===== src/hdl/core_mem_pkg.sv =====
`default_nettype none

package core_mem_pkg;

    // **************************************************************************
    // bus geometry
    // **************************************************************************
    parameter int ADDR_W = 32;
    parameter int DATA_W = 64;
    parameter int STRB_W = DATA_W / 8;
    parameter int INST_W = 32;

    // memory map and default sizes
    parameter logic [ADDR_W-1:0] MEM_BASE = 32'h8000_0000;
    parameter int MEM_WORDS_DEF = 512;
    // one bus word per line
    parameter int ICACHE_LINES_DEF = 16;

    // **************************************************************************
    // request and response payloads
    // **************************************************************************
    typedef enum logic [1:0] {
        LS_BYTE   = 2'd0,
        LS_HALF   = 2'd1,
        LS_WORD   = 2'd2,
        LS_DOUBLE = 2'd3
    } ls_size_e;

    // shared bus, addr is word aligned, strb marks the written bytes
    typedef struct packed {
        logic [ADDR_W-1:0] addr;
        logic              we;
        logic [DATA_W-1:0] wdata;
        logic [STRB_W-1:0] strb;
    } bus_req_t;

    typedef struct packed {
        logic [DATA_W-1:0] rdata;
        logic              err;
    } bus_rsp_t;

    // data port, wdata right-aligned
    typedef struct packed {
        logic [ADDR_W-1:0] addr;
        logic              we;
        ls_size_e          size;
        logic              unsigned_ld;
        logic [DATA_W-1:0] wdata;
    } lsu_req_t;

    // rdata already extended to full width
    typedef struct packed {
        logic [DATA_W-1:0] rdata;
        logic              err;
    } lsu_rsp_t;

    typedef struct packed {
        logic [INST_W-1:0] inst;
        logic              err;
    } fetch_rsp_t;

endpackage

`default_nettype wire

===== src/hdl/core_mem_arbiter.sv =====
`timescale 1ns/1ps
`default_nettype none

module core_mem_arbiter (
    input  logic                     clk,
    input  logic                     rst_n_i,
    input  logic                     d_req_valid_i,
    input  core_mem_pkg::bus_req_t   d_req_i,
    input  logic                     d_rsp_ready_i,
    input  logic                     f_req_valid_i,
    input  core_mem_pkg::bus_req_t   f_req_i,
    input  logic                     f_rsp_ready_i,
    input  logic                     m_req_ready_i,
    input  logic                     m_rsp_valid_i,
    input  core_mem_pkg::bus_rsp_t   m_rsp_i,
    output logic                     d_req_ready_o,
    output logic                     d_rsp_valid_o,
    output core_mem_pkg::bus_rsp_t   d_rsp_o,
    output logic                     f_req_ready_o,
    output logic                     f_rsp_valid_o,
    output core_mem_pkg::bus_rsp_t   f_rsp_o,
    output logic                     m_req_valid_o,
    output core_mem_pkg::bus_req_t   m_req_o,
    output logic                     m_rsp_ready_o
);

    logic busy_q;
    // high when the data side owns the bus
    logic owner_q;
    logic grant_d;

    // data wins while idle, locked owner while busy
    assign grant_d = busy_q ? owner_q : d_req_valid_i;

    assign m_req_valid_o = !busy_q && (d_req_valid_i || f_req_valid_i);
    assign m_req_o       = grant_d ? d_req_i : f_req_i;
    assign d_req_ready_o = !busy_q && m_req_ready_i;
    assign f_req_ready_o = !busy_q && !d_req_valid_i && m_req_ready_i;

    // response goes back to the owner only
    assign d_rsp_valid_o = busy_q && owner_q && m_rsp_valid_i;
    assign f_rsp_valid_o = busy_q && !owner_q && m_rsp_valid_i;
    assign d_rsp_o       = m_rsp_i;
    assign f_rsp_o       = m_rsp_i;
    assign m_rsp_ready_o = busy_q && (owner_q ? d_rsp_ready_i : f_rsp_ready_i);

    always_ff @(posedge clk or negedge rst_n_i) begin
        if (!rst_n_i) begin
            busy_q  <= 1'b0;
            owner_q <= 1'b0;
        end else if (m_req_valid_o && m_req_ready_i) begin
            busy_q  <= 1'b1;
            owner_q <= grant_d;
        end else if (m_rsp_valid_i && m_rsp_ready_o) begin
            busy_q <= 1'b0;
        end
    end

    a_no_stray_rsp : assert property (@(posedge clk) disable iff (!rst_n_i)
        m_rsp_valid_i |-> busy_q);

endmodule

`default_nettype wire


===== config.mk =====
export PLATFORM = sky130hd
export DESIGN_NAME = core_mem_arbiter
export DESIGN_NICKNAME = d
export VERILOG_FILES = /design/src/hdl/core_mem_pkg.sv /design/src/hdl/core_mem_arbiter.sv
export SDC_FILE = /design/constraint.sdc
export NUM_CORES = 1
export LEC_CHECK = 0
export BUFFER_PORTS_ARGS = -buffer_cell sky130_fd_sc_hd__buf_2
export CORE_AREA = 2 2 201 203
export CTS_CLUSTER_SIZE = 14
export DETAILED_ROUTE_END_ITERATION = 10
export DIE_AREA = 0 0 203 205
export PLACE_DENSITY = 0.3
export SYNTH_ARGS = -nofsm -noshare
export SYNTH_HDL_FRONTEND = slang
export SYNTH_SLANG_ARGS = --single-unit
export TNS_END_PERCENT = 5

===== constraint.sdc =====
create_clock -name clk -period 1.94 [get_ports clk]
set_clock_uncertainty 0.2 [all_clocks]
set_input_delay 0 -clock clk [delete_from_list [all_inputs] [get_ports clk]]
set_output_delay 0 -clock clk [all_outputs]
set_load 0.02 [all_outputs]

**Word-level counts from Yosys, hierarchy flattened**

Index checks and enable logic that the tools add are counted.

- Register bits: 2
- Bits of input ports: 283
- Output and inout port bits: 241
- Word-level logic and storage cells: 23

- Multiplexer cells: 5
- Reduce and logical (&&, ||, !) cells: 16

Operator list:

| cell | count |
|---|---|
| 105-bit 2-to-1 mux | 1 |
| 1-bit logical AND | 11 |
| 1-bit 2-to-1 mux | 4 |
| 1-bit zero test | 3 |
| 2-bit nonzero test | 1 |
| 1-bit logical OR | 1 |

**Logic depth before layout (Yosys ltp)**

- Word-level depth: 5
- Mapped depth: 5
- Depth with buffers taken out: 2

**Least setup slack after synthesis**

Ideal clock, no wire load.

- Path kind: flip-flop to output port
- Start point: register busy_q
- End point: output port m_req_o[100] in the netlist's numbering
- Arrival time: 1.388 ns
- Data required time: 1.740 ns
- Path slack: 0.352 ns
- Stages on the path, launching flop included: 6
- Buffers on the path: 3
- Cell sequence: dfrtp_1 > buf_4 > mux2i_4 > buf_6 > buf_6 > mux2_4

RTL lines:

| element | line | RTL |
|---|---|---|
| start: declaration | core_mem_arbiter.sv:27 | `logic busy_q;` |
| start signal: assignment | core_mem_arbiter.sv:49 | `busy_q <= 1'b0;` |
| start signal: assignment | core_mem_arbiter.sv:52 | `busy_q <= 1'b1;` |
| start signal: assignment | core_mem_arbiter.sv:55 | `busy_q <= 1'b0;` |
| end: declaration | core_mem_arbiter.sv:23 | `output core_mem_pkg::bus_req_t m_req_o,` |

==> impl_summary.log <==
INFO  metric critPathKind = reg2out
INFO  metric synth-seq-cells = 2
INFO  metric proportion_of_netlist_area_held_by_the_largest_area_contributor = between 30 and 40%
INFO  metric met1Wirelength = approximately 5500 um
INFO  metric vdd.ir_drop.worst = between 0.0004 and 0.0005 V
INFO  metric avgViaCountPerCell = between 2 and 3
INFO  metric worstPathCellList = mux2i_4 > buf_12 > clkbuf_16 > clkbuf_16 > mux2_4 > buf_6
INFO  metric final_cell_count_no_fill = about 1,100
INFO  metric grt_antenna_before_repair = 2
INFO  metric dieArea = 0.0416 mm2
INFO  metric synthDistinctLibCells = 16
INFO  metric hold_viol = 0
INFO  metric crit_slowest_cell = dfrtp_1
INFO  metric fp.dieW = just over 200 um
INFO  metric rrSetupSlack = approximately 0.14 ns
INFO  metric detail-route-antenna-nets = 0
INFO  metric cp-start-kind = flip-flop
INFO  metric worstPathMaxFanout = 7
INFO  metric synth-async-reset-ratio = between 90% and 100%
INFO  metric initial_utilization = 6.61%
INFO  metric final_area = roughly 0.0055 mm2
INFO  metric wirelength = approximately 13,000 um
INFO  metric timing.critical_path.slowest_cell_delay = around 0.4 ns
INFO  metric die_height = between 200 and 250 um
INFO  metric dpl_cell_area = 0.00400 mm2
INFO  metric drtIter0Drc = 73
INFO  metric fraction_of_final_layout_cells_sized_beyond_drive_strength_1 = a little over four fifths
INFO  metric dp_worst_setup_slack = around 0.069 ns
INFO  metric drv_cap = 0
INFO  metric post-synth-top-count-cell = buf_4
INFO  metric arrival_time_reported_for_the_critical_path_endpoint = approximately 1.9 ns
INFO  metric ios = between 500 and 600
INFO  metric reg2reg_depth = 5
INFO  metric slew_headroom = ~63%
INFO  metric timing.final.setup_violations = roughly 100
INFO  metric synth_enable_flop_cells = 0
INFO  metric maxSlewViolCount = 0
INFO  metric antenna-diode-count = 0
INFO  metric met2RoutedLength = ~6600 um
INFO  metric area_growth = 113%
INFO  metric class_of_the_worst_hold_path = in2out
INFO  metric regArea = 50.0 um2
INFO  metric detailroute.via_count = just under 3,000
INFO  metric synth_top_cell_by_area = buf_4
INFO  metric crit_path_frequent_cell = clkbuf_16
INFO  metric insertion_delay = between 0.2 and 0.25 ns
INFO  metric clkTransAtPathRegs = ~0.03 ns
INFO  metric ys_seq_area_share = a little under 2%
INFO  metric multi_input_area = 0.00157 mm2
INFO  metric start_of_the_worst_register_to_register_path = busy_q
INFO  metric period_needed = 2.05 ns
INFO  metric clock-sinks = 2
INFO  metric numCtsBuffers = 3
INFO  metric gr-total-overflow = 0
INFO  metric grt_pass1_vias = roughly 2,700
INFO  metric placer_s_final_routability_congestion_estimate = approximately 0.66
INFO  metric timing.critical_path.required = approximately 1.7 ns
INFO  metric filler_cell_count = roughly 4,500
INFO  metric yosys_warnings = 0
INFO  metric reg_to_reg_end = busy_q
INFO  metric h-tree-depth = 1
INFO  metric outcome = finished, violations left
INFO  metric cp-endpoint = m_req_o[80]
INFO  metric post-route-period-util = 105%
INFO  metric drc = 0
INFO  metric port-buffer-count = 328
INFO  metric fmaxAchievable = 489 MHz
INFO  metric synth.cells.most_frequent = buf_4, mux2_2, mux2_4
INFO  metric groute.usage.overall = under 10%
INFO  metric syn-cell-area = between 0.002 and 0.003 mm2
INFO  metric cts-root-buf = clkbuf_16
INFO  metric place.detailed.instances = approximately 990
INFO  metric cts_buffer_depth = 2
INFO  metric drt-pass1-iter-count = 5
INFO  metric detailedPlacementHpwl = between 9000 and 10,000 um
INFO  metric core-area = just under 0.04 mm2
INFO  metric crit_start = busy_q
INFO  metric met3RoutedLength = about 1300 um
INFO  metric grt_pass1_wl = 16,200 um
INFO  metric post_synthesis_net_count = ~550
INFO  metric num_rows = 73
INFO  metric hold_worst_slack = ~0.11 ns
INFO  metric leakage = ~2.8 nW
INFO  metric ys_top_cells_by_area = buf_4, mux2_4, mux2_2
INFO  metric avg_inst_size_synth = 9.89 um2
INFO  metric final_layout_net_count = around 840
INFO  metric cp-end-kind = output pin
INFO  metric post-route-worst-setup-slack = -0.105 ns
INFO  metric tritoncts = built
INFO  metric route.detailed.wl_per_inst = ~13 um
INFO  metric post_synth_inst_count = ~260
INFO  metric violations_in_the_final_reports = negative setup slack
INFO  metric dominantRegCellSynth = dfrtp_1
INFO  metric highest-signal-layer = met5
INFO  metric tightest_pin_transition = roughly 0.56 ns
INFO  metric grt_max_degree = 15
INFO  metric cellPowerDensity = 1160 mW/mm2
INFO  metric rsz_0062_raised_after_global_routing = true
==> final cells by class <==
type | count | area share (%)
Clock buffer | 3 | 1.35
Multi-Input combinational cell | 119 | 28.3
Sequential cell | 2 | 0.903
Tap cell | 525 | 11.9
Timing Repair Buffer | 427 | 57.6
==> worst min path at each step <==
stage / startpoint / endpoint / slack [ns] / cells after the start
2_1_floorplan: rst_n_i / busy_q / -0.50 / 0
3_3_place_gp: rst_n_i / busy_q / -0.41 / 1
3_5_place_dp: rst_n_i / owner_q / -0.41 / 1
4_1_cts: d_req_i[83] / m_req_o[83] / 0.12 / 3
5_1_grt: d_req_i[72] / m_req_o[72] / 0.12 / 3
6_report: f_req_i[57] / m_req_o[57] / 0.11 / 3
==> per-layer routing <==
metal	global-route usage, %	up-vias
li1	-	1345
met1	6.96	1356
met2	8.40	234
met3	1.56	8
met4	0.626	4
met5	0	-
==> state kept, by name (all words and copies together) (netlist names) <==
name,flops
owner_q,1
busy_q,1
==> layout by cell type (no fill, tap or decap) <==
cell / netlist / routed
o22a_1: 1 / 1
buf_6: 6 / 60
buf_8: 0 / 11
and3_1: 1 / 1
dfrtp_1: 2 / 2
o21a_1: 1 / 1
dlygate4sd3_1: 0 / 71
mux2i_1: 1 / 1
buf_16: 0 / 1
nand3b_1: 1 / 1
a22o_1: 1 / 1
dlymetal6s4s_1: 0 / 1
buf_2: 5 / 268
buf_4: 131 / 5
mux2_4: 50 / 75
nor2b_1: 3 / 3
clkbuf_16: 0 / 7
mux2_2: 55 / 30
buf_12: 0 / 6
nor2_1: 3 / 3
nand2_1: 1 / 1
mux2i_4: 1 / 1
==> power breakdown <==
part           internal [mW]  leakage, nW  total, mW  switching (mW)
clock network          0.262       0.0370      0.309          0.0466
logic                   3.33         2.72       6.06            2.73
registers             0.0608       0.0224     0.0811          0.0203
==> logic make-up (layout without fill, tap and decap cells) <==
family	after synthesis	in the layout	synth area share (%)
buf+inv	142	430	41.4
mux	107	107	53.9
simple gates	9	9	1.83
compound gates	3	3	0.962
flops	2	2	1.92
==> through the flow <==
| stage | power, mW | utilization [%] | TNS, ns |
|---|---|---|---|
| final | 6.45 | 14.1 | -7.41 |
| after global placement | 4.40 | 10.2 | 0 |
| after CTS | 5.36 | 12.5 | -9.74 |
| after floorplan | 3.41 | - | 0 |
| after global routing | 6.78 | 14.1 | -16.09 |
| after detailed placement | 4.37 | 10.2 | 0 |
==> critical path: cells and delay by family (launching register included) <==
kind,cells,cell delay [ns]
flops,1,0.39
mux,2,0.57
buf+inv,4,0.64
==> repair_timing <==
item,4_1_cts,5_1_grt
resized for setup,15,162
cloned,1,4
hold buffers,72,0
buffers inserted,4,1
endpoints found under the setup margin,88,106
endpoints found under the hold margin,134,0
No activity file was read; power rests on OpenSTA's default activity.
