### src/hdl/core_mem_pkg.sv
`default_nettype none

package core_mem_pkg;

    // **************************************************************************
    // bus geometry
    // **************************************************************************
    parameter int ADDR_W = 32;
    parameter int DATA_W = 64;
    parameter int STRB_W = DATA_W / 8;
    parameter int INST_W = 32;

    // memory map and default sizes
    parameter logic [ADDR_W-1:0] MEM_BASE = 32'h8000_0000;
    parameter int MEM_WORDS_DEF = 512;
    // one bus word per line
    parameter int ICACHE_LINES_DEF = 16;

    // **************************************************************************
    // request and response payloads
    // **************************************************************************
    typedef enum logic [1:0] {
        LS_BYTE   = 2'd0,
        LS_HALF   = 2'd1,
        LS_WORD   = 2'd2,
        LS_DOUBLE = 2'd3
    } ls_size_e;

    // shared bus, addr is word aligned, strb marks the written bytes
    typedef struct packed {
        logic [ADDR_W-1:0] addr;
        logic              we;
        logic [DATA_W-1:0] wdata;
        logic [STRB_W-1:0] strb;
    } bus_req_t;

    typedef struct packed {
        logic [DATA_W-1:0] rdata;
        logic              err;
    } bus_rsp_t;

    // data port, wdata right-aligned
    typedef struct packed {
        logic [ADDR_W-1:0] addr;
        logic              we;
        ls_size_e          size;
        logic              unsigned_ld;
        logic [DATA_W-1:0] wdata;
    } lsu_req_t;

    // rdata already extended to full width
    typedef struct packed {
        logic [DATA_W-1:0] rdata;
        logic              err;
    } lsu_rsp_t;

    typedef struct packed {
        logic [INST_W-1:0] inst;
        logic              err;
    } fetch_rsp_t;

endpackage

`default_nettype wire
### src/hdl/core_mem_icache.sv
`timescale 1ns/1ps
`default_nettype none

module core_mem_icache #(
    parameter int ICACHE_LINES = core_mem_pkg::ICACHE_LINES_DEF
) (
    input  logic                              clk,
    input  logic                              rst_n_i,
    input  logic                              fetch_valid_i,
    input  logic [core_mem_pkg::ADDR_W-1:0]   fetch_pc_i,
    input  logic                              fetch_rsp_ready_i,
    input  logic                              bus_req_ready_i,
    input  logic                              bus_rsp_valid_i,
    input  core_mem_pkg::bus_rsp_t            bus_rsp_i,
    output logic                              fetch_ready_o,
    output logic                              fetch_rsp_valid_o,
    output core_mem_pkg::fetch_rsp_t          fetch_rsp_o,
    output logic                              bus_req_valid_o,
    output core_mem_pkg::bus_req_t            bus_req_o,
    output logic                              bus_rsp_ready_o
);

    localparam int IDX_W = $clog2(ICACHE_LINES);
    localparam int TAG_W = core_mem_pkg::ADDR_W - 3 - IDX_W;
    localparam int IW    = core_mem_pkg::INST_W;

    typedef enum logic [2:0] {
        S_IDLE,
        S_LOOKUP,
        S_MISS_REQ,
        S_MISS_WAIT,
        S_RESP
    } state_e;

    state_e                            state_q;
    logic [core_mem_pkg::ADDR_W-1:0]   pc_q;
    logic [ICACHE_LINES-1:0]           valid_q;
    logic [TAG_W-1:0]                  tag_q  [ICACHE_LINES];
    logic [core_mem_pkg::DATA_W-1:0]   data_q [ICACHE_LINES];
    core_mem_pkg::fetch_rsp_t          rsp_q;
    core_mem_pkg::fetch_rsp_t          lookup_rsp;
    logic [IDX_W-1:0]                  idx;
    logic [TAG_W-1:0]                  tag;
    logic                              misaligned;
    logic                              hit;

    // index and tag of the latched pc
    assign idx        = pc_q[3 +: IDX_W];
    assign tag        = pc_q[core_mem_pkg::ADDR_W-1 -: TAG_W];
    assign misaligned = |pc_q[1:0];
    assign hit        = valid_q[idx] && (tag_q[idx] == tag);

    // pc bit 2 picks the half of the line
    assign lookup_rsp = '{inst: pc_q[2] ? data_q[idx][IW +: IW] : data_q[idx][0 +: IW],
                          err:  misaligned};

    always_ff @(posedge clk or negedge rst_n_i) begin
        if (!rst_n_i) begin
            state_q <= S_IDLE;
            valid_q <= '0;
        end else begin
            case (state_q)
                S_IDLE: begin
                    if (fetch_valid_i) begin
                        state_q <= S_LOOKUP;
                    end
                end
                S_LOOKUP: begin
                    if (!misaligned && !hit) begin
                        state_q <= S_MISS_REQ;
                    end else if (fetch_rsp_ready_i) begin
                        state_q <= S_IDLE;
                    end
                end
                S_MISS_REQ: begin
                    if (bus_req_ready_i) begin
                        state_q <= S_MISS_WAIT;
                    end
                end
                S_MISS_WAIT: begin
                    if (bus_rsp_valid_i) begin
                        state_q <= S_RESP;
                        // a failed refill leaves the line invalid
                        if (!bus_rsp_i.err) begin
                            valid_q[idx] <= 1'b1;
                        end
                    end
                end
                default: begin
                    if (fetch_rsp_ready_i) begin
                        state_q <= S_IDLE;
                    end
                end
            endcase
        end
    end

    // pc capture and line refill
    always_ff @(posedge clk) begin
        if (state_q == S_IDLE && fetch_valid_i) begin
            pc_q <= fetch_pc_i;
        end
        if (state_q == S_MISS_WAIT && bus_rsp_valid_i) begin
            rsp_q.inst <= pc_q[2] ? bus_rsp_i.rdata[IW +: IW] : bus_rsp_i.rdata[0 +: IW];
            rsp_q.err  <= bus_rsp_i.err;
            if (!bus_rsp_i.err) begin
                tag_q[idx]  <= tag;
                data_q[idx] <= bus_rsp_i.rdata;
            end
        end
    end

    assign fetch_ready_o     = (state_q == S_IDLE);
    assign fetch_rsp_valid_o = (state_q == S_LOOKUP && (misaligned || hit)) || (state_q == S_RESP);
    assign fetch_rsp_o       = (state_q == S_RESP) ? rsp_q : lookup_rsp;

    // refill reads the whole aligned word
    assign bus_req_valid_o = (state_q == S_MISS_REQ);
    assign bus_req_o       = '{addr: {pc_q[core_mem_pkg::ADDR_W-1:3], 3'b000},
                               we: 1'b0, wdata: '0, strb: '1};
    assign bus_rsp_ready_o = (state_q == S_MISS_WAIT);

    // refill data only arrives while the cache waits for it
    a_rsp_when_waiting : assert property (@(posedge clk) disable iff (!rst_n_i)
        bus_rsp_valid_i |-> bus_rsp_ready_o);

endmodule

`default_nettype wire

### config.mk
export PLATFORM = sky130hd
export DESIGN_NAME = core_mem_icache
export DESIGN_NICKNAME = d
export VERILOG_FILES = /design/src/hdl/core_mem_pkg.sv /design/src/hdl/core_mem_icache.sv
export SDC_FILE = /design/constraint.sdc
export NUM_CORES = 1
export LEC_CHECK = 0
export BUFFER_PORTS_ARGS = -buffer_cell sky130_fd_sc_hd__buf_2
export CAP_MARGIN = 10
export CORE_UTILIZATION = 30
export DETAILED_ROUTE_END_ITERATION = 8
export SETUP_SLACK_MARGIN = 0.3
export SYNTH_ARGS = -nofsm -noshare
export SYNTH_HDL_FRONTEND = slang
export SYNTH_SLANG_ARGS = --single-unit
### constraint.sdc
create_clock -name clk -period 12.9 [get_ports clk]
set_input_delay 0.645 -clock clk [delete_from_list [all_inputs] [get_ports clk]]
set_output_delay 0.645 -clock clk [all_outputs]
set_load 0.005 [all_outputs]
# --- Word level (Yosys, flattened, before mapping) ---
# Memories as Yosys holds them, arrays and structs flattened. A register that Yosys moved wholly into a read port is not among the register bits.
# Cells that the tools add are included.
classes:
  mux: 18
  n_bitwise: 2
  n_lt_le_gt_ge: 2
  eq_ne: 8
  n_reduce_logical: 14
ops:
  columns: ["cell", "count"]
  rows:
  - ["$mux W32", 2]
  - ["$mux W33", 1]
  - ["$eq A25 B25 Y1", 1]
  - ["$or A16 B16 Y16", 1]
  - ["$mux W3", 5]
  - ["$pmux W3 S4", 1]
  - ["$mux W4", 2]
  - ["$eq A3 B2 Y1 const B", 2]
  - ["$logic_and A1 B1 Y1", 6]
  - ["$ne A2 B2 Y1 const B", 3]
  - ["$reduce_and A3 Y1", 2]
  - ["$lt A4 B5 Y1 const B", 1]
  - ["$mux W1", 5]
  - ["$bmux W1 S4", 1]
  - ["$demux W1 S4", 1]
  - ["$ge A4 B1 Y1 const B", 1]
  - ["$eq A3 B1 Y1 const B", 1]
  - ["$eq A3 B3 Y1 const B", 1]
  - ["$logic_not A3 Y1", 1]
  - ["$logic_not A1 Y1", 2]
  - ["$logic_or A1 B1 Y1", 2]
  - ["$reduce_or A2 Y1", 1]
  - ["$not A1 Y1", 1]
word_totals:
  inputBits: 103
  regBits: 84
  ramBits: 1424
  output_inout_bits: 142
  mem_count: 2
mem_list:
  columns: ["memory", "depth", "width", "rd", "rd_ports_with_merged_regs", "write_ports", "line_no", "text"]
  rows:
  - ["data_q", 16, 64, 1, 1, 1, "core_mem_icache.sv:39", "logic [core_mem_pkg::DATA_W-1:0] data_q [ICACHE_LINES];"]
  - ["tag_q", 16, 25, 1, 1, 1, "core_mem_icache.sv:38", "logic [TAG_W-1:0] tag_q [ICACHE_LINES];"]

# --- Logic depth before layout (Yosys ltp) ---
# Gate-level depths: netlist of the first run.
logic_depth:
  ltp_word: 7
  mapped_depth: 12

# --- Worst setup path before layout of the first run ---
# No wires, ideal clock.
synth_path:
  path_kind: "flip-flop to flip-flop"
  startpoint: "register state_q[0]"
  endpoint: "register valid_q[0]"
  t_arrival_ns: 8.386
  slack_ns: 4.411
  setup_ns: 0.103
  t_required_ns: 12.797
  stages_incl_launch_ff: 9
  path_cell_list: "dfrtp_1 -> clkbuf_1 -> nor2b_1 -> and2_1 -> nand2_1 -> or2_2 -> or3_1 -> nor3_1 -> or2_2"
synth_via:
  elab_chain_len: 2
synth_lines:
  columns: ["item", "line_no", "text"]
  rows:
  - ["from (decl)", "core_mem_icache.sv:35", "state_e state_q;"]
  - ["from (signal assigned)", "core_mem_icache.sv:59", "state_q <= S_IDLE;"]
  - ["from (signal assigned)", "core_mem_icache.sv:65", "state_q <= S_LOOKUP;"]
  - ["from (signal assigned)", "core_mem_icache.sv:70", "state_q <= S_MISS_REQ;"]
  - ["$eq A3 B2 Y1", null, null]
  - ["via bus_rsp_ready_o", "core_mem_icache.sv:20", "output logic bus_rsp_ready_o"]
  - ["$reduce_and A3 Y1 (no source line)", null, null]
  - ["to (signal assigned)", "core_mem_icache.sv:60", "valid_q <= '0;"]
  - ["to (signal, indexed assignment)", "core_mem_icache.sv:85", "valid_q[idx] <= 1'b1;"]
  - ["to (decl)", "core_mem_icache.sv:37", "logic [ICACHE_LINES-1:0] valid_q;"]
# The timed path passes the listed nets, and every way through them passes these cells.
# A chain may end at the register's enable or synchronous reset.

==> flow_metrics.env, run 1 <==
export IMPL_p_leak_uw=0.0213
export IMPL_cp_end_kind="output pin"
export IMPL_yosysTopAreaCell="edfxtp_1"
export IMPL_crit_type="register to output pin"
export IMPL_fin_util_pct=34.8
export IMPL_place_port_buffers=168
export IMPL_tightestPinTransition_ns=1.19
export IMPL_grt_max_degree=111
export IMPL_final_setup_tns_ns=0
export IMPL_synthesis_area_um2=58900
export IMPL_yosys_warnings=0
export IMPL_dr_pass1_iters=5
export IMPL_final_common_cell="edfxtp_1"
export IMPL_drv_slew=0
export IMPL_status="complete, no violations"
export IMPL_ys_top_cells_by_area="edfxtp_1 76%, mux4_2 15%, mux2i_1 1.8%"
export IMPL_setup_violations_final=0
export IMPL_fin_crit_ns=6.25
export IMPL_coreArea_um2=195000
export IMPL_cts_htree_levels=4
export IMPL_die_area_um2=198000
export IMPL_worst_clock_skew_ns=0.0471
export IMPL_place_inst=5269
export IMPL_synth_edf_count=1489
export IMPL_dpl_hpwl_um=72300
export IMPL_path_clk_slew_ns=0.06
export IMPL_async_flop_share_pct=1.26
export IMPL_drc_errors=0
export IMPL_power_density_nw_per_um2=183
export IMPL_yosysSeqAreaShare_pct=76.8
export IMPL_die_y_um=445
export IMPL_cts_root_buf="clkbuf_16"
export IMPL_start_kind="register"
export IMPL_start_util_pct=30.2
export IMPL_wl_um=141000
export IMPL_layout_drive_gt1_share_pct=31.5
export IMPL_vias=26768
export IMPL_ys_types=59
export IMPL_finalNonFillerCells=5568
export IMPL_ir_drop_mv=0.146
export IMPL_fp_row_count=162
export IMPL_ys_ff_latch=1512
export IMPL_rsz0062_at_grt="false"
export IMPL_cts_tree="yes"
export IMPL_fin_crit_sh_pct=48.5
export IMPL_io_pins=245
export IMPL_drt_iter0_markers=2378
export IMPL_slew_limit_headroom_pct=20.3
export IMPL_area_growth_synth_to_final_pct=15.0
export IMPL_grt_pass1_wl_um=201000
export IMPL_insertion_delay_ns=0.78
export IMPL_clk_path_buf_depth=3
export IMPL_grt_pass1_vias=27786
export IMPL_layout_common_cells="1489 x edfxtp_1, 400 x mux4_2, 168 x buf_2, 152 x clkbuf_16, 107 x mux2i_1"
export IMPL_globalRouteOverflowTotal=0
export IMPL_critPathArrivalTime_ns=5.61
export IMPL_setup_ws_ns=6.65
export IMPL_syn_area_per_cell_um2=23.0
export IMPL_groute_usage_overall_pct=14.1
export IMPL_finalWeightedCongestion=0.729
export IMPL_avgRoutedWirePerCell_um=25.2
export IMPL_dp_slack_ns=7.43
export IMPL_syn_inst=2567
export IMPL_crit_required_ns=12.26
export IMPL_post_drt_via_cell_ratio=4.81
export IMPL_final_hold_viol_count=0
export IMPL_die_x_um=445
export IMPL_drv_cap=0
export IMPL_fmax_mhz=160
export IMPL_cts_num_sinks=1512
export IMPL_path_max_fanout=72
export IMPL_cts_resized=0
export IMPL_yosys_area_top_type_share_pct=75.9
export IMPL_cts_made_buffers=149
export IMPL_num_nets_final=2928
export IMPL_synth_ff_type="edfxtp_1"
export IMPL_hp_class="input pin to register"
export IMPL_antenna_found_initial=33
export IMPL_drtAntennaViolNets=0
==> sequential cells by signal, summed over array words and instances (netlist names), named ones only <==
register / cells
valid_q: 16
rsp_q: 33
pc_q: 32
state_q: 3
tag_q: 400
data_q: 1024
==> cell families after synthesis <==
kind of cell,count (synthesis),synth area share (%)
and+or+nand+nor,142,1.15
muxes,556,18.1
other,2,0.0127
buffers and inverters,234,2.34
AOI/OAI and AO/OA,91,1.09
DFF,1512,76.8
xor gates and xnor gates,30,0.446
==> layout make-up <==
cell class / count / area (µm²)
flip-flops and latches: 1512 / 45300
inverters: 7 / 31.3
multi-input cells: 895 / 12700
repair buffers: 260 / 1700
diodes: 3 / 7.51
well taps: 2624 / 3280
clock buffers: 187 / 3940
fillers: 17897 / 127000
clock inverters: 80 / 861
==> critical path, stage by stage (launching register included) <==
cell	delay, ns
dfxtp_4	0.47
buf_4	0.74
buf_4	0.89
buf_4	0.98
mux4_2	0.43
mux4_2	0.50
mux2i_1	0.14
o21ai_0	0.25
buf_2	0.25
==> worst paths after layout <==
check / endpoint / slack, ns / from / cells after the start
min in group asynchronous: valid_q[7] / 0.38 / rst_n_i / 2
max in group asynchronous: state_q[2] / 12.20 / rst_n_i / 2
worst max-delay path: fetch_rsp_o[16] / 6.65 / register / 8
worst min register to register: valid_q[5] / 0.46 / valid_q[5] / 1
worst min-delay path: pc_q[3] / 0.08 / fetch_pc_i[3] / 1
worst max register to register: data_q[9][28] / 8.27 / state_q[0] / 9
==> per-layer routing <==
layer  global-route usage [%]  vias to the layer above  share of wire (%)
li1                         -                    11150                  -
met1                     18.4                    14605                 42
met2                     23.8                      784                 50
met3                     2.84                      215                5.3
met4                     3.82                       14                2.3
met5                        0                        -              0.064
==> where the power goes <==
group	switching [µW]	leakage [µW]	internal (µW)	total, µW
registers	126	0.0137	5540	5670
logic	1290	0.00534	1180	2470
clock network	1860	0.00232	2440	4290
==> timing repair <==
action                    4_1_cts  5_1_grt
hold buffers                   29        0
hold endpoints to repair       47        0
setup buffers                   0        0
==> Yosys cell counts, types with 4 or more instances <==
master and count:
or2_2 19, xnor2_1 20, inv_1 6, nor2b_1 5, nand3_1 7, a22oi_1 11
nand2_1 55, a21oi_1 5, o22ai_1 4, nor2_1 27, and2_1 4, buf_4 112
a221oi_1 4, buf_1 16, mux4_2 400, mux2_2 45, dfxtp_1 4, clkbuf_1 52
o21ai_0 39, dfrtp_1 19, nand2b_1 6, buf_2 44, nor3_1 7, xor2_1 10
mux2i_1 107, edfxtp_1 1489
==> stage by stage <==
| step | instance area [µm²] | hold WS, ns | power [µW] |
|---|---|---|---|
| 6_report | 67800 | 0.0768 | 12400 |
| 5_1_grt | 67800 | 0.0361 | 12900 |
| 4_1_cts | 67800 | 0.0101 | 12600 |
| 3_5_place_dp | 62700 | 0.447 | 8300 |
| 3_3_place_gp | 62700 | 0.447 | 8290 |
| 2_1_floorplan | 59200 | 0.349 | 7490 |
No activity file was read; power rests on OpenSTA's default activity.
==> run 2, diff against run 1 <==
==> constraint.sdc (replaced) <==
create_clock -name clk -period 5.6 [get_ports clk]
set_input_delay 0.28 -clock clk [delete_from_list [all_inputs] [get_ports clk]]
set_output_delay 0.28 -clock clk [all_outputs]
set_load 0.005 [all_outputs]
==> flow_metrics.env, run 2 (synthesized netlist as in run 1, its figures left out) <==
export IMPL_cp_slowest_cell="a2111oi_2"
export IMPL_wl_um=142000
export IMPL_dpl_hpwl_um=71700
export IMPL_fp_row_count=162
export IMPL_insertion_delay_ns=0.80
export IMPL_finalNonFillerCells=5663
export IMPL_fin_crit_sh_pct=90.2
export IMPL_die_y_um=445
export IMPL_coreArea_um2=195000
export IMPL_hold_slack_ns=0.191
export IMPL_ir_drop_mv=0.355
export IMPL_start_kind="register"
export IMPL_cts_tree="yes"
export IMPL_setup_violations_final=0
export IMPL_start_util_pct=30.2
export IMPL_hp_class="input pin to register"
export IMPL_post_drt_via_cell_ratio=4.80
export IMPL_vias=27184
export IMPL_wl_met1_um=60500
export IMPL_drv_slew=0
export IMPL_clock_power_share_pct=34.3
export IMPL_cts_num_sinks=1512
export IMPL_clk_path_buf_depth=3
export IMPL_reg_top3="data_q x1024, tag_q x400, rsp_q x33"
export IMPL_largest_register_ffs=1024
export IMPL_critPathArrivalTime_ns=4.77
export IMPL_crit_required_ns=5.32
export IMPL_drt_iter0_markers=2551
export IMPL_power_frac_seq_pct=45.6
export IMPL_crit_type="register to output pin"
export IMPL_switching_power_uw=7740
export IMPL_p_leak_uw=0.0218
export IMPL_layout_common_cells="1489 x edfxtp_1, 400 x mux4_2, 168 x buf_2, 153 x clkbuf_16, 107 x mux2i_1"
export IMPL_switching_share_pct=26.9
export IMPL_drtAntennaViolNets=0
export IMPL_comb_power_share_pct=20.1
export IMPL_groute_usage_overall_pct=14.2
export IMPL_cts_made_buffers=152
export IMPL_place_inst=5274
export IMPL_top_signal_layer_used="met5"
export IMPL_cts_htree_levels=4
export IMPL_grt_max_degree=111
export IMPL_dp_slack_ns=1.13
export IMPL_final_setup_tns_ns=0
export IMPL_num_nets_final=3014
export IMPL_finalWeightedCongestion=0.763
export IMPL_n_fill_cell=17857
export IMPL_dr_pass1_iters=6
export IMPL_area_growth_synth_to_final_pct=16.9
export IMPL_path_clk_slew_ns=0.07
export IMPL_slew_limit_headroom_pct=24.3
export IMPL_layout_drive_gt1_share_pct=30.8
export IMPL_fmax_mhz=198
export IMPL_intPower_uw=21000
export IMPL_cts_root_buf="clkbuf_16"
export IMPL_dr_wl_met3_um=7090
export IMPL_path_max_fanout=52
export IMPL_power_total_uw=28800
export IMPL_drc_errors=0
export IMPL_place_port_buffers=168
export IMPL_grt_pass1_wl_um=203000
export IMPL_largest_register="data_q"
export IMPL_setup_ws_ns=0.551
export IMPL_drv_cap=0
export IMPL_die_x_um=445
export IMPL_rsz0062_at_grt="false"
export IMPL_status="complete, no violations"
export IMPL_worstPathCellList="buf_12 -> nor2b_1 -> a22oi_1 -> nand2_1 -> o32ai_1 -> or4_1 -> a2111oi_2 -> buf_4 -> nand3_1 -> a31oi_1 -> buf_2"
export IMPL_cp_end_kind="output pin"
export IMPL_antenna_found_initial=11
export IMPL_grt_pass1_vias=28059
export IMPL_tightestPinTransition_ns=1.13
export IMPL_final_hold_viol_count=0
export IMPL_die_area_um2=198000
export IMPL_fin_crit_ns=5.05
export IMPL_wl_met2_um=70200
export IMPL_cpPeakStageDelay_ns=0.75
export IMPL_final_common_cell="edfxtp_1"
export IMPL_power_density_nw_per_um2=418
export IMPL_globalRouteOverflowTotal=0
export IMPL_io_pins=245
export IMPL_worst_clock_skew_ns=0.0402
export IMPL_avgRoutedWirePerCell_um=25.0
==> run 2: cell count changes in the layout (fill, tap and decap cells not counted), moves of 5 or more <==
cell	delta
clkbuf_1	+6
buf_12	+22
dlygate4sd3_1	+75
buf_4	-14
bufinv_16	-5
==> run 2: final cells by class <==
type | instances | area, µm² | area share [%]
multi-input cells | 895 | 12700 | 18.4
repair buffers | 343 | 2790 | 4.05
clock buffers | 194 | 3980 | 5.78
clock inverters | 86 | 836 | 1.21
flip-flops and latches | 1512 | 45300 | 65.7
inverters | 7 | 31.3 | 0.0454
well taps | 2624 | 3280 | 4.77
diodes | 2 | 5.00 | 0.00726
==> run 2: stage by stage <==
step | utilization [%] | instance area [µm²]
finish | 35.3 | 68900
global route | 35.3 | 68900
CTS | 35.3 | 68900
detailed placement | 32.3 | 63000
global placement | 32.3 | 63000
floorplan | - | 59200
==> run 2: path summary, 6_finish.rpt <==
check                          startpoint           endpoint  slack, ns  cells past startpoint
max                              register  fetch_rsp_valid_o       0.55                     11
min                        fetch_pc_i[14]           pc_q[14]       0.19                      2
max reg2reg                      register         state_q[0]       1.29                     11
min reg2reg                    valid_q[7]         valid_q[7]       0.46                      1
max in group asynchronous         rst_n_i        valid_q[12]       3.88                      4
min in group asynchronous         rst_n_i         valid_q[7]       0.51                      3
==> run 2: power by group through the flow <==
stage,combinational (µW),clock (µW),sequential [µW]
final,5790,9870,13100
after global routing,6170,10500,13200
after CTS,5880,10100,13200
after detailed placement,5710,0,13400
after global placement,5700,0,13400
after floorplan,4090,0,13200
==> run 2: worst max-delay path, delay by kind of cell, from the launching register on <==
kind | cells | cell delay, ns
flip-flops | 1 | 0.61
AND/OR/NAND/NOR | 4 | 1.36
buffers and inverters | 3 | 0.77
AO/OA/AOI/OAI | 4 | 1.21
==> run 2: timing repair <==
action / CTS / global route
hold buffers: 104 / 0
endpoints found under the hold margin: 1112 / 0
setup endpoints to repair: 1 / 1
resized for setup: 0 / 0
setup buffers: 2 / 1
==> run 2: routing by layer <==
metal	global-route usage [%]	up-vias
met1	19.0	14780
li1	-	11326
met2	23.6	854
met5	0	-
met4	4.49	4
met3	2.36	220
