## config.mk

```make
export PLATFORM = sky130hd
export DESIGN_NAME = core_mem_lsu
export DESIGN_NICKNAME = d
export VERILOG_FILES = /design/src/hdl/core_mem_pkg.sv /design/src/hdl/core_mem_lsu.sv
export SDC_FILE = /design/constraint.sdc
export NUM_CORES = 1
export LEC_CHECK = 0
export BUFFER_PORTS_ARGS = -buffer_cell sky130_fd_sc_hd__buf_2
export CAP_MARGIN = 0
export CORE_ASPECT_RATIO = 0.6
export CORE_MARGIN = 3
export CORE_UTILIZATION = 33
export DETAILED_ROUTE_END_ITERATION = 6
export GPL_ROUTABILITY_DRIVEN = 0
export PLACE_DENSITY = 0.66
export RECOVER_POWER = 50
export SKIP_LAST_GASP = 1
export SLEW_MARGIN = 20
export SYNTH_ARGS = -nofsm -noshare
export SYNTH_HDL_FRONTEND = slang
export SYNTH_SLANG_ARGS = --single-unit
```

## constraint.sdc

```tcl
create_clock -name clk -period 9.78 [get_ports clk]
set_clock_uncertainty 0.15 [all_clocks]
set_input_delay 0 -clock clk [delete_from_list [all_inputs] [get_ports clk]]
set_output_delay 0 -clock clk [all_outputs]
set_load 0.01 [all_outputs]
```

## src/hdl/core_mem_pkg.sv

```systemverilog
`default_nettype none

package core_mem_pkg;

    // **************************************************************************
    // bus geometry
    // **************************************************************************
    parameter int ADDR_W = 32;
    parameter int DATA_W = 64;
    parameter int STRB_W = DATA_W / 8;
    parameter int INST_W = 32;

    // memory map and default sizes
    parameter logic [ADDR_W-1:0] MEM_BASE = 32'h8000_0000;
    parameter int MEM_WORDS_DEF = 512;
    // one bus word per line
    parameter int ICACHE_LINES_DEF = 16;

    // **************************************************************************
    // request and response payloads
    // **************************************************************************
    typedef enum logic [1:0] {
        LS_BYTE   = 2'd0,
        LS_HALF   = 2'd1,
        LS_WORD   = 2'd2,
        LS_DOUBLE = 2'd3
    } ls_size_e;

    // shared bus, addr is word aligned, strb marks the written bytes
    typedef struct packed {
        logic [ADDR_W-1:0] addr;
        logic              we;
        logic [DATA_W-1:0] wdata;
        logic [STRB_W-1:0] strb;
    } bus_req_t;

    typedef struct packed {
        logic [DATA_W-1:0] rdata;
        logic              err;
    } bus_rsp_t;

    // data port, wdata right-aligned
    typedef struct packed {
        logic [ADDR_W-1:0] addr;
        logic              we;
        ls_size_e          size;
        logic              unsigned_ld;
        logic [DATA_W-1:0] wdata;
    } lsu_req_t;

    // rdata already extended to full width
    typedef struct packed {
        logic [DATA_W-1:0] rdata;
        logic              err;
    } lsu_rsp_t;

    typedef struct packed {
        logic [INST_W-1:0] inst;
        logic              err;
    } fetch_rsp_t;

endpackage

`default_nettype wire
```

## src/hdl/core_mem_lsu.sv

```systemverilog
`timescale 1ns/1ps
`default_nettype none

module core_mem_lsu (
    input  logic                       clk,
    input  logic                       rst_n_i,
    input  logic                       lsu_valid_i,
    input  core_mem_pkg::lsu_req_t     lsu_req_i,
    input  logic                       lsu_rsp_ready_i,
    input  logic                       bus_req_ready_i,
    input  logic                       bus_rsp_valid_i,
    input  core_mem_pkg::bus_rsp_t     bus_rsp_i,
    output logic                       lsu_ready_o,
    output logic                       lsu_rsp_valid_o,
    output core_mem_pkg::lsu_rsp_t     lsu_rsp_o,
    output logic                       bus_req_valid_o,
    output core_mem_pkg::bus_req_t     bus_req_o,
    output logic                       bus_rsp_ready_o
);

    typedef enum logic [1:0] {
        S_IDLE,
        S_REQ,
        S_WAIT,
        S_RESP
    } state_e;

    state_e                             state_q;
    core_mem_pkg::bus_req_t             req_q;
    core_mem_pkg::lsu_rsp_t             rsp_q;
    core_mem_pkg::ls_size_e             size_q;
    logic                               unsigned_q;
    logic [2:0]                         off_q;
    logic                               misaligned;
    logic                               sx;
    logic [core_mem_pkg::STRB_W-1:0]    strb_base;
    logic [core_mem_pkg::DATA_W-1:0]    shifted;
    logic [core_mem_pkg::DATA_W-1:0]    load_data;

    // alignment check and unshifted byte mask
    always_comb begin
        misaligned = 1'b0;
        strb_base  = '1;
        case (lsu_req_i.size)
            core_mem_pkg::LS_BYTE: begin
                strb_base = 8'h01;
            end
            core_mem_pkg::LS_HALF: begin
                misaligned = lsu_req_i.addr[0];
                strb_base  = 8'h03;
            end
            core_mem_pkg::LS_WORD: begin
                misaligned = |lsu_req_i.addr[1:0];
                strb_base  = 8'h0f;
            end
            default: begin
                misaligned = |lsu_req_i.addr[2:0];
            end
        endcase
    end

    // double loads ignore unsigned_ld
    always_comb begin
        shifted = bus_rsp_i.rdata >> (8 * off_q);
        sx      = !unsigned_q;
        case (size_q)
            core_mem_pkg::LS_BYTE: load_data = {{56{sx & shifted[7]}}, shifted[7:0]};
            core_mem_pkg::LS_HALF: load_data = {{48{sx & shifted[15]}}, shifted[15:0]};
            core_mem_pkg::LS_WORD: load_data = {{32{sx & shifted[31]}}, shifted[31:0]};
            default:               load_data = shifted;
        endcase
    end

    always_ff @(posedge clk or negedge rst_n_i) begin
        if (!rst_n_i) begin
            state_q <= S_IDLE;
        end else begin
            case (state_q)
                S_IDLE: begin
                    if (lsu_valid_i) begin
                        // misaligned goes straight to the error response
                        state_q <= misaligned ? S_RESP : S_REQ;
                    end
                end
                S_REQ: begin
                    if (bus_req_ready_i) begin
                        state_q <= S_WAIT;
                    end
                end
                S_WAIT: begin
                    if (bus_rsp_valid_i) begin
                        state_q <= S_RESP;
                    end
                end
                default: begin
                    if (lsu_rsp_ready_i) begin
                        state_q <= S_IDLE;
                    end
                end
            endcase
        end
    end

    always_ff @(posedge clk) begin
        if (state_q == S_IDLE && lsu_valid_i) begin
            req_q.addr  <= {lsu_req_i.addr[core_mem_pkg::ADDR_W-1:3], 3'b000};
            req_q.we    <= lsu_req_i.we;
            req_q.wdata <= lsu_req_i.wdata << (8 * lsu_req_i.addr[2:0]);
            req_q.strb  <= strb_base << lsu_req_i.addr[2:0];
            size_q      <= lsu_req_i.size;
            unsigned_q  <= lsu_req_i.unsigned_ld;
            off_q       <= lsu_req_i.addr[2:0];
            rsp_q.rdata <= '0;
            rsp_q.err   <= misaligned;
        end else if (state_q == S_WAIT && bus_rsp_valid_i) begin
            rsp_q.rdata <= bus_rsp_i.err ? '0 : load_data;
            rsp_q.err   <= bus_rsp_i.err;
        end
    end

    assign lsu_ready_o     = (state_q == S_IDLE);
    assign lsu_rsp_valid_o = (state_q == S_RESP);
    assign lsu_rsp_o       = rsp_q;
    assign bus_req_valid_o = (state_q == S_REQ);
    assign bus_req_o       = req_q;
    assign bus_rsp_ready_o = (state_q == S_WAIT);

    // bus responses only reach the unit while it waits for one
    a_rsp_when_waiting : assert property (@(posedge clk) disable iff (!rst_n_i)
        bus_rsp_valid_i |-> bus_rsp_ready_o);

endmodule

`default_nettype wire

```

Word-level counts from Yosys, hierarchy flattened
Cells that the tools add are included.
W data, S select, Z words.
{ "classes": {"mux": 12, "n_reduce_logical": 11, "n_shift": 3, "magnitude_cmp": 0, "addsub": 0, "bitwise_logic": 3, "multipliers": 0, "eq_ne": 10, "div_mod_pow": 0} }
{ "op_table": {"columns": ["op", "n"], "rows": [
  ["$pmux W64 S3", 1],
  ["$mux W64", 1],
  ["$shl A64 B6 Y64", 1],
  ["$shr A64 B6 Y64", 1],
  ["$pmux W8 S3", 1],
  ["$mux W2", 5],
  ["$eq A2 B2 Y1 const B", 4],
  ["$shl A8 B3 Y8", 1],
  ["$eq A2 B1 Y1 const B", 3],
  ["$logic_not A2 Y1", 3],
  ["$ne A2 B2 Y1 const B", 3],
  ["$pmux W2 S3", 1],
  ["$reduce_and A4 Y1", 1],
  ["$reduce_bool A4 Y1", 1],
  ["$and A1 B1 Y1", 3],
  ["$pmux W1 S3", 1],
  ["$reduce_or A3 Y1", 1],
  ["$logic_and A1 B1 Y1", 2],
  ["$mux W1", 2],
  ["$reduce_bool A2 Y1", 1],
  ["$reduce_or A2 Y1", 1],
  ["$logic_not A1 Y1", 1]
]} }
{ "totals": {"mem_bits_rw": 0, "rom_bits": 0, "wordCells": 49, "register_bits": 175, "latchBits": 0, "memories": 0} }

Depth between registers and ports, before layout
Gate-level depths: netlist (run 1).
{ "logic_depth": {"ltp_word": 5, "ltp_mapped": 9, "mapped_depth_nobuf": 7} }

Worst setup path before layout (run 1)
OpenSTA, ideal clock, no wires.
{ "synth_path": {"path_kind": "reg2reg", "startpoint": "reg state_q[0]", "endpoint": "reg state_q[0]", "path_slack_ns": 4.422, "stages_incl_launch_ff": 7, "synth_period_minus_slack_ns": 5.358, "t_required_ns": 9.523, "t_arrival_ns": 5.101, "setup_time_ns": 0.107, "path_cell_list": "dfrtp_1 -> inv_1 -> ha_1 -> and2_1 -> clkbuf_1 -> o21ai_0 -> o31ai_1"} }
{ "synth_between": {"elab_chain_cells": 3, "elab_cells_between_ends": 9, "cone_classes": "eq/ne (5); mux (1); reduce/logical (3)"} }
{ "synth_lines": {"columns": ["element", "line_no", "text"], "rows": [
  ["start, declared", "core_mem_lsu.sv:28", "state_e state_q;"],
  ["start signal, assigned", "core_mem_lsu.sv:82", "state_q <= misaligned ? S_RESP : S_REQ;"],
  ["$logic_not A2 Y1 (*)", null, null],
  ["named net lsu_ready_o", "core_mem_lsu.sv:13", "output logic lsu_ready_o,"],
  ["$reduce_bool A4 Y1 (no line) / $ne A2 B2 Y1 (equally long branches)", null, null],
  ["$reduce_and A4 Y1 (no line)", null, null]
]} }
The timed path passes the listed nets; every way through them passes the cells marked *.
A chain may end at the register's enable or synchronous reset.

Worst setup path after layout (run 1)
{ "layout_path": {"startpoint": "in lsu_req_i[68] (netlist bit)", "endpoint": "reg req_q, in the netlist bus_req_o[45], data pin"} }
{ "layout_between": {"elab_chain_cells": 1} }
{ "layout_lines": {"columns": ["element", "line_no", "text"], "rows": [
  ["start, declared", "core_mem_lsu.sv:8", "input core_mem_pkg::lsu_req_t lsu_req_i,"],
  ["$shl A64 B6 Y64", "core_mem_lsu.sv:108", "req_q.wdata <= lsu_req_i.wdata << (8 * lsu_req_i.addr[2:0]);"],
  ["end, declared", "core_mem_lsu.sv:29", "core_mem_pkg::bus_req_t req_q;"]
]} }
Every way passes these cells.

==> results of run 1 <==
==> metrics by stage <==
stage	power [mW]	instance area, um^2
after floorplan	1.60	9540
after global placement	1.91	11400
after detailed placement	1.93	11400
after CTS	2.79	13900
after global routing	2.89	13700
final	2.75	13700
==> synth_stat cells (3+ instances only) <==
library cell / n
edfxtp_1: 109
nand2_1: 109
mux2i_1: 72
dfxtp_1: 64
a21oi_1: 57
o21ai_0: 54
nor2_1: 50
mux2_2: 47
clkbuf_1: 41
mux4_2: 28
o211ai_1: 28
a31oi_1: 27
nor2b_1: 21
o21a_1: 21
o22ai_1: 21
inv_1: 16
buf_2: 13
a22oi_1: 12
buf_4: 12
and2_1: 10
buf_1: 7
or2_2: 6
a2bb2oi_1: 4
buf_6: 4
ha_1: 4
o22a_1: 4
o32a_1: 4
nand3_1: 3
o211ai_2: 3
==> cell type report <==
| type | instances | share of cell area |
|---|---|---|
| inverters | 17 | 0.00467 |
| flip-flops and latches | 175 | 0.337 |
| multi-input cells | 617 | 0.329 |
| clock inverters | 15 | 0.0151 |
| repair buffers | 536 | 0.249 |
| clock buffers | 17 | 0.0311 |
| well taps | 367 | 0.0336 |
==> tightest hold or removal path, delay by kind of cell <==
family | cells | cell delay (ns)
AOI/OAI and AO/OA | 1 | 0.16
buffers and inverters | 2 | 0.15
muxes | 1 | 0.16
==> kinds of logic (layout without fill, tap and decap cells) <==
kind of cell	count (synthesis)	after routing	share of synthesized area
other	1	3	0.000393
multiplexers	147	147	0.197
buffers and inverters	94	585	0.0466
adder cells (fa/ha/maj)	4	4	0.00525
AO/OA/AOI/OAI	249	249	0.166
AND/OR/NAND/NOR	214	214	0.101
flip-flops	175	175	0.483
==> routing by layer <==
metal | part of all wire | global-route usage
met1 | 0.44 | 0.298
met2 | 0.44 | 0.332
met3 | 0.094 | 0.0703
met4 | 0.030 | 0.0775
met5 | 0 | 0
==> registers in the layout (all words and copies together) (netlist names) <==
name and count:
bus_req_o 102, lsu_rsp_o 65, off_q 3, size_q 2, state_q 2, unsigned_q 1
==> power breakdown <==
part | switching (mW) | total (mW) | internal (mW)
Combinational | 0.579 | 0.951 | 0.372
Sequential | 0.0734 | 1.04 | 0.970
Clock | 0.326 | 0.758 | 0.432
==> final timing paths <==
| check | depth (start not counted) | end | slack (ns) | startpoint |
|---|---|---|---|---|
| min in group asynchronous | 3 | state_q[1] | 0.25 | rst_n_i |
| max | 6 | bus_req_o[45] | 4.63 | lsu_req_i[68] |
| max in group asynchronous | 3 | state_q[0] | 9.10 | rst_n_i |
| max reg2reg | 8 | state_q[0] | 6.46 | state_q[0] |
| min reg2reg | 2 | lsu_rsp_o[6] | 0.31 | lsu_rsp_o[6] |
| min | 4 | bus_req_o[51] | 0.009 | lsu_req_i[27] |
==> qor.yml, run 1 <==
dieHeight_um: 138
synth.distinct_cells: 54
drt_iter0_markers: 781
relSlewSlack: -1.77
setup_slack_ns: 4.63
dp_worst_setup_slack_ns: 6.59
clock-sinks: 175
synth_area_mm2: 0.00953
setup_tns_ns: 0
whs_ns: 0.00929
synth.top_cell.area_share: 0.343
clkLatencyLatePin_ns: 0.45
final_common_cell: "dlygate4sd3_1"
crit_path_max_incr_delay_ns: 2.85
violations: "max-capacitance violations, max-slew violations"
cts-resized-gates: 0
nets: 1539
grt_pass1_vias: 9168
area_growth_pct: 43.4
synth_seq_cells: 175
crit_arrival_ns: 5.33
drive_gt1_frac: 0.214
routedWlPerCell_um: 20.0
die_area_mm2: 0.0310
cts_tree: "done"
ant_nets: 0
path_clk_slew_ns: 0.08
pin_count: 345
grt_start_max_net_pins: 77
core_mm2: 0.0280
cts-root-buf: "clkbuf_16"
fp.dieW_um: 225
synth-edff-count: 109
slowest_stage: "clkbuf_1"
port_buffers: 341
final_hold_viol_count: 0
grt_pass1_wl_mm: 51.9
crit_fanout: 76
cts_made_buffers: 17
min_period_over_period: 0.526
rows: 47
htree_num_levels: 4
powerDensity_mw_per_mm2: 201
n_antenna_cell: 0
crit_required_ns: 9.96
worstPathCellList: "clkbuf_1 > nor2b_1 > a21oi_1 > dlygate4sd3_1 > o22ai_1 > dlygate4sd3_1"
async_flop_share: 0.0114
setup_viol: 0
synthCells: 884
multi_input_area_mm2: 0.00450
slew_violations: 148
path_common_cell: "dlygate4sd3_1"
rsz0062_at_grt: "false"
power_leakage_nw: 5.25
ys_seq_area_frac: 0.483
postSynthAreaPerCell_um2: 10.8
fin_util: 0.488
worst_pin_slew_ns: 4.15
hpwl_mm: 23.8
clockBufferDepth: 2
grt_usage: 0.220
drc: 0
critPathKind: "primary input to register"
regArea_mm2: 0.00460
overflow: 0
status: "finished, violations left"
post-cts-setup-buffers: 0
vias: 9270
path_delay_family: "buffers and inverters"
initial_core_util: 0.341
n_fill_cell: 2602
ctsHoldBuffers: 183
viasPerCell: 5.32
synthTopCellsByArea: "edfxtp_1 34%, dfxtp_1 13%, mux2i_1 7.6%, mux4_2 6.6%, mux2_2 5.6%"
post-synth-top-area-cell: "edfxtp_1"
hold_path.class: "primary input to register"
ys.flop_type: "edfxtp_1"
path_buf_inv: 3
ys_warn_count: 0
period_needed_ns: 5.15
finalNonFillerCells: 1744
ir_worst_vdd_mv: 0.166
cp-end-kind: "register"
drv_cap: 2
place_inst: 1529
dr.pass1.iters: 5
antenna_found_initial: 0
layout_common_cells: "183 x dlygate4sd3_1, 177 x clkbuf_1, 165 x buf_2"
max_freq_mhz: 194
start_kind: "primary input"
totalWireLength_mm: 34.9
No activity file was read; power rests on OpenSTA's default activity.
==> inputs of run 2 (changes only) <==
- clock period: 9.78 -> 5.4 ns (I/O delays scaled with it)
==> run 2 against run 1 <==
Against the previous run:
- the flow still finishes with violations (max-capacitance violations, max-slew violations)
- hold slack worse by 0.0018 ns
- critical endpoint is now bus_req_o[55]
- setup slack worse by 3.0 ns
- cell count down 0.23%
- critical path type unchanged
- highest routed layer unchanged
- sequential power up 83%
==> qor.yml, run 2 (same netlist as run 1, synthesis figures left out) <==
path_delay_family: "buffers and inverters"
rr_worst_depth: 6
hold_path_end: "lsu_rsp_o[4]"
crit_fanout: 42
ir_worst_vdd_mv: 0.217
final_common_cell: "clkbuf_1"
whs_ns: 0.00746
drv_cap: 2
vias: 9270
place_area_mm2: 0.0114
overflow: 0
n_fill_cell: 2618
initial_core_util: 0.341
drt_iter0_markers: 798
clockBufferDepth: 2
fin_util: 0.485
dieHeight_um: 138
r2r_start: "off_q[2]"
layout_common_cells: "179 x clkbuf_1, 178 x dlygate4sd3_1, 162 x buf_2"
crit_arrival_ns: 3.93
worst_pin_slew_ns: 1.97
worstPathCellList: "buf_2 > clkbuf_1 > nand2b_1 > o22ai_1 > dlygate4sd3_1"
critPathKind: "primary input to register"
cp-end-kind: "register"
setup_slack_ns: 1.62
path_buf_inv: 3
post-cts-setup-buffers: 0
cts-root-buf: "clkbuf_16"
setup_viol: 0
fp.dieW_um: 225
r2r_setup_slack_ns: 2.04
grt_usage: 0.223
path_clk_slew_ns: 0.08
core_mm2: 0.0280
final_hold_viol_count: 0
finalNonFillerCells: 1740
crit_path_max_incr_delay_ns: 1.46
antenna_found_initial: 1
slew_violations: 76
relSlewSlack: -0.310
min_from: "bus_rsp_i[12]"
die_area_mm2: 0.0310
clkLatencyLatePin_ns: 0.45
nets: 1534
min_path_cells: 4
setup_tns_ns: 0
clock-sinks: 175
cts_tree: "done"
cts_made_buffers: 17
reg2reg_to: "lsu_rsp_o[52]"
crit_required_ns: 5.56
grt_pass1_vias: 9107
start_kind: "primary input"
min_period_over_period: 0.699
ant_nets: 0
power_leakage_nw: 5.20
area_growth_pct: 42.4
slowest_stage: "clkbuf_1"
place_inst: 1529
drive_gt1_frac: 0.216
cts-resized-gates: 0
grt_pass1_wl_mm: 52.7
design_area_mm2: 0.0136
rows: 47
hpwl_mm: 24.3
total_power_mw: 4.88
dp_worst_setup_slack_ns: 2.19
pin_count: 345
hold_path.class: "primary input to register"
largest_reg_flops: 102
grt_start_max_net_pins: 78
rsz0062_at_grt: "false"
period_needed_ns: 3.78
max_freq_mhz: 265
port_buffers: 341
ctsHoldBuffers: 178
viasPerCell: 5.33
dr.pass1.iters: 5
drc: 0
totalWireLength_mm: 35.3
status: "finished, violations left"
routedWlPerCell_um: 20.3
violations: "max-capacitance violations, max-slew violations"
powerDensity_mw_per_mm2: 359
htree_num_levels: 4
## run 2: cell types whose count changed in the layout (fill, tap and decap cells not counted), moves of 2 or more
| cell | delta |
|---|---|
| mux2_1 | -5 |
| clkbuf_1 | +2 |
| bufinv_16 | -3 |
| clkinv_8 | +2 |
| buf_2 | -3 |
| mux2_2 | +5 |
| dlygate4sd3_1 | -5 |
## run 2: worst min-delay path, delay by kind of cell
family	cells	cell delay [ns]
compound gates	1	0.16
buf+inv	1	0.09
mux	2	0.32
## run 2: layout make-up
type	count	area (um^2)	area share
clock inverters	15	168	0.0123
diodes	1	2.50	0.000184
flip-flops and latches	175	4600	0.339
multi-input cells	617	4500	0.332
inverters	17	63.8	0.00470
clock buffers	17	425	0.0313
well taps	367	459	0.0338
repair buffers	531	3350	0.247
## run 2: how the worst max path moves through the flow
stage	from	endpoint	slack, ns	cells past startpoint
floorplan	state_q[0]	state_q[0]	0.04	6
global placement	off_q[2]	lsu_rsp_o[53]	2.35	6
finish	lsu_req_i[69]	bus_req_o[55]	1.62	5
CTS	lsu_req_i[68]	bus_req_o[46]	1.83	8
detailed placement	off_q[2]	lsu_rsp_o[52]	2.19	6
global route	lsu_req_i[69]	bus_req_o[47]	1.35	5
## run 2: where the power goes
part	switching, mW	internal, mW
logic	1.05	0.660
registers	0.139	1.76
clock network	0.614	0.658
## run 2: metal layers
| metal | wire length (um) | share of wire | vias up | GRT usage |
|---|---|---|---|---|
| li1 | - | - | 4244 | - |
| met4 | 1040 | 0.029 | 0 | 0.0860 |
| met5 | 0 | 0 | - | 0 |
| met3 | 3490 | 0.099 | 71 | 0.0792 |
| met1 | 15200 | 0.43 | 4458 | 0.296 |
| met2 | 15600 | 0.44 | 497 | 0.334 |
==> inputs of run 3 (changes only) <==
- ABC_AREA: default -> 1
- clock period: 5.4 -> 3.65 ns (I/O delays scaled with it)
==> run 3 against run 2 <==
Against the previous run:
- clock power is 46% higher
- setup slack worse by 1.4 ns
- cell area is 0.13% lower
- critical endpoint is now bus_req_o[69]
- the run still ends with max-capacitance violations, max-slew violations left
- highest routed layer unchanged
- largest power group unchanged
- synthesized cell count is 42% higher
- critical path depth is 5 higher
==> qor.yml, run 3 <==
status: "finished, violations left"
violations: "max-capacitance violations, max-slew violations"
worstPathCellList: "dlygate4sd3_1 > clkbuf_1 > inv_2 > buf_4 > nand3_1 > dlygate4sd3_1 > nand3_1 > dlygate4sd3_1 > o21ai_0 > dlygate4sd3_1"
setup_viol: 0
rows: 47
cts_tree: "done"
routedWlPerCell_um: 18.9
area_growth_pct: 41.7
synth-edff-count: 109
port_buffers: 341
power_leakage_nw: 5.97
ys_warn_count: 0
critPathKind: "primary input to register"
r2r_start: "off_q[0]"
clock-sinks: 175
crit_path_max_incr_delay_ns: 0.57
vias: 10900
path_common_cell: "dlygate4sd3_1"
cp-end-kind: "register"
p_seq_frac: 0.383
design_area_mm2: 0.0136
min_path_cells: 5
combPwrFrac: 0.369
dr.pass1.iters: 7
core_mm2: 0.0281
ant_nets: 0
ys.flop_type: "edfxtp_1"
nets: 1901
postSynthAreaPerCell_um2: 7.60
final_hold_viol_count: 0
totalWireLength_mm: 39.8
start_kind: "primary input"
clkLatencyLatePin_ns: 0.45
cts_made_buffers: 17
slowest_stage: "dlygate4sd3_1"
synth_area_mm2: 0.00957
powerDensity_mw_per_mm2: 550
drive_gt1_frac: 0.139
synth.distinct_cells: 36
slew_violations: 43
dieHeight_um: 138
synth.top_cell.area_share: 0.342
crit_fanout: 37
yosysMostFrequentCell: "nand2_1"
period_needed_ns: 3.45
async_flop_share: 0.0114
drv_cap: 1
reg2reg_to: "lsu_rsp_o[62]"
ir_worst_vdd_mv: 0.366
drc: 0
cts-root-buf: "clkbuf_16"
die_area_mm2: 0.0312
htree_num_levels: 4
p_int_mw: 4.45
post-synth-top-area-cell: "edfxtp_1"
total_power_mw: 7.45
initial_core_util: 0.341
grt_start_max_net_pins: 110
ys_seq_area_frac: 0.481
hold_path.class: "primary input to register"
max_freq_mhz: 290
setup_slack_ns: 0.197
p_switching_mw: 3.00
path_clk_slew_ns: 0.08
synthTopCellsByArea: "edfxtp_1 34%, nand2_1 20%, dfxtp_1 13%, o21ai_0 5.5%, nand3_1 4.9%"
final_common_cell: "nand2_1"
viasPerCell: 5.19
dp_worst_setup_slack_ns: 1.20
min_period_over_period: 0.946
overflow: 0
drt_iter0_markers: 1809
grt_pass1_wl_mm: 58.8
ys_top_cells_by_count: "510 x nand2_1, 109 x edfxtp_1, 106 x o21ai_0"
r2r_setup_slack_ns: 0.27
fp.dieW_um: 226
synthCells: 1259
grt_pass1_vias: 9981
grt_usage: 0.250
n_fill_cell: 2766
pin_count: 345
relSlewSlack: -0.307
fin_util: 0.483
clkPwrFrac: 0.248
post-cts-setup-buffers: 0
layout_common_cells: "510 x nand2_1, 179 x dlygate4sd3_1, 178 x clkbuf_1"
clockBufferDepth: 2
crit_required_ns: 3.71
setup_tns_ns: 0
synth_seq_cells: 175
antenna_found_initial: 1
cp-startpoint: "lsu_req_i[69]"
hpwl_mm: 28.1
rsz0062_at_grt: "false"
rr_worst_depth: 13
switching_share: 0.403
place_area_mm2: 0.0114
worst_pin_slew_ns: 1.96
largest_reg_flops: 102
endpoint: "bus_req_o[69]"
crit_arrival_ns: 3.51
-- run 3: how the worst min path moves through the flow --
stage	start	end	slack, ns
after floorplan	rst_n_i	state_q[0]	-0.45
after global placement	rst_n_i	state_q[0]	-0.36
after detailed placement	rst_n_i	state_q[0]	-0.36
after CTS	bus_rsp_i[19]	lsu_rsp_o[19]	0.0007
after global routing	lsu_req_i[30]	bus_req_o[38]	0.04
final	lsu_req_i[30]	bus_req_o[38]	0.02
-- run 3: layout make-up --
cell class | count | area [um^2] | share of cell area
Timing Repair Buffer | 535 | 3400 | 0.251
Multi-Input combinational cell | 950 | 4320 | 0.319
Clock buffer | 17 | 425 | 0.0314
Clock inverter | 15 | 161 | 0.0119
Antenna cell | 1 | 2.50 | 0.000185
Tap cell | 367 | 459 | 0.0339
Inverter | 47 | 184 | 0.0136
Sequential cell | 175 | 4600 | 0.340
-- run 3: power groups by stage --
stage,clock [mW],combinational [mW],sequential (mW)
after floorplan,0,1.34,3.08
after global placement,0,2.54,2.87
after detailed placement,0,2.55,2.88
after CTS,1.89,2.81,2.84
after global routing,1.98,3.00,2.90
final,1.85,2.75,2.85
-- run 3: cell families after synthesis --
| family | count (synthesis) | synth area share |
|---|---|---|
| adders and majority gates | 4 | 0.00523 |
| DFF | 175 | 0.481 |
| and+or+nand+nor | 715 | 0.303 |
| AOI/OAI and AO/OA | 208 | 0.121 |
| muxes | 20 | 0.0209 |
| buffers and inverters | 136 | 0.0688 |
| other | 1 | 0.000392 |
-- run 3: critical path: cells and delay by family --
family | cells | cell delay [ns]
buffers and inverters | 7 | 3.21
AND/OR/NAND/NOR | 2 | 0.21
AO/OA/AOI/OAI | 1 | 0.07
-- run 3: metal layers --
metal / vias to the layer above / share of wire / track usage
li1: 5086 / - / -
met1: 4984 / 0.44 / 0.363
met5: - / 0 / 0
met4: 0 / 0.025 / 0.0705
met3: 95 / 0.14 / 0.107
met2: 762 / 0.40 / 0.334
-- run 3: repair_timing --
item / in CTS / in global routing
resized for setup: 0 / 2
hold buffers: 179 / 0
endpoints found under the hold margin: 129 / 0
endpoints found under the setup margin: 0 / 21
-- run 3: stage by stage --
step	cells	hold slack, ns
global placement	1895	-0.360
detailed placement	1895	-0.361
global route	2107	0.0371
floorplan	1261	-0.446
finish	2107	0.0249
CTS	2106	0.000726
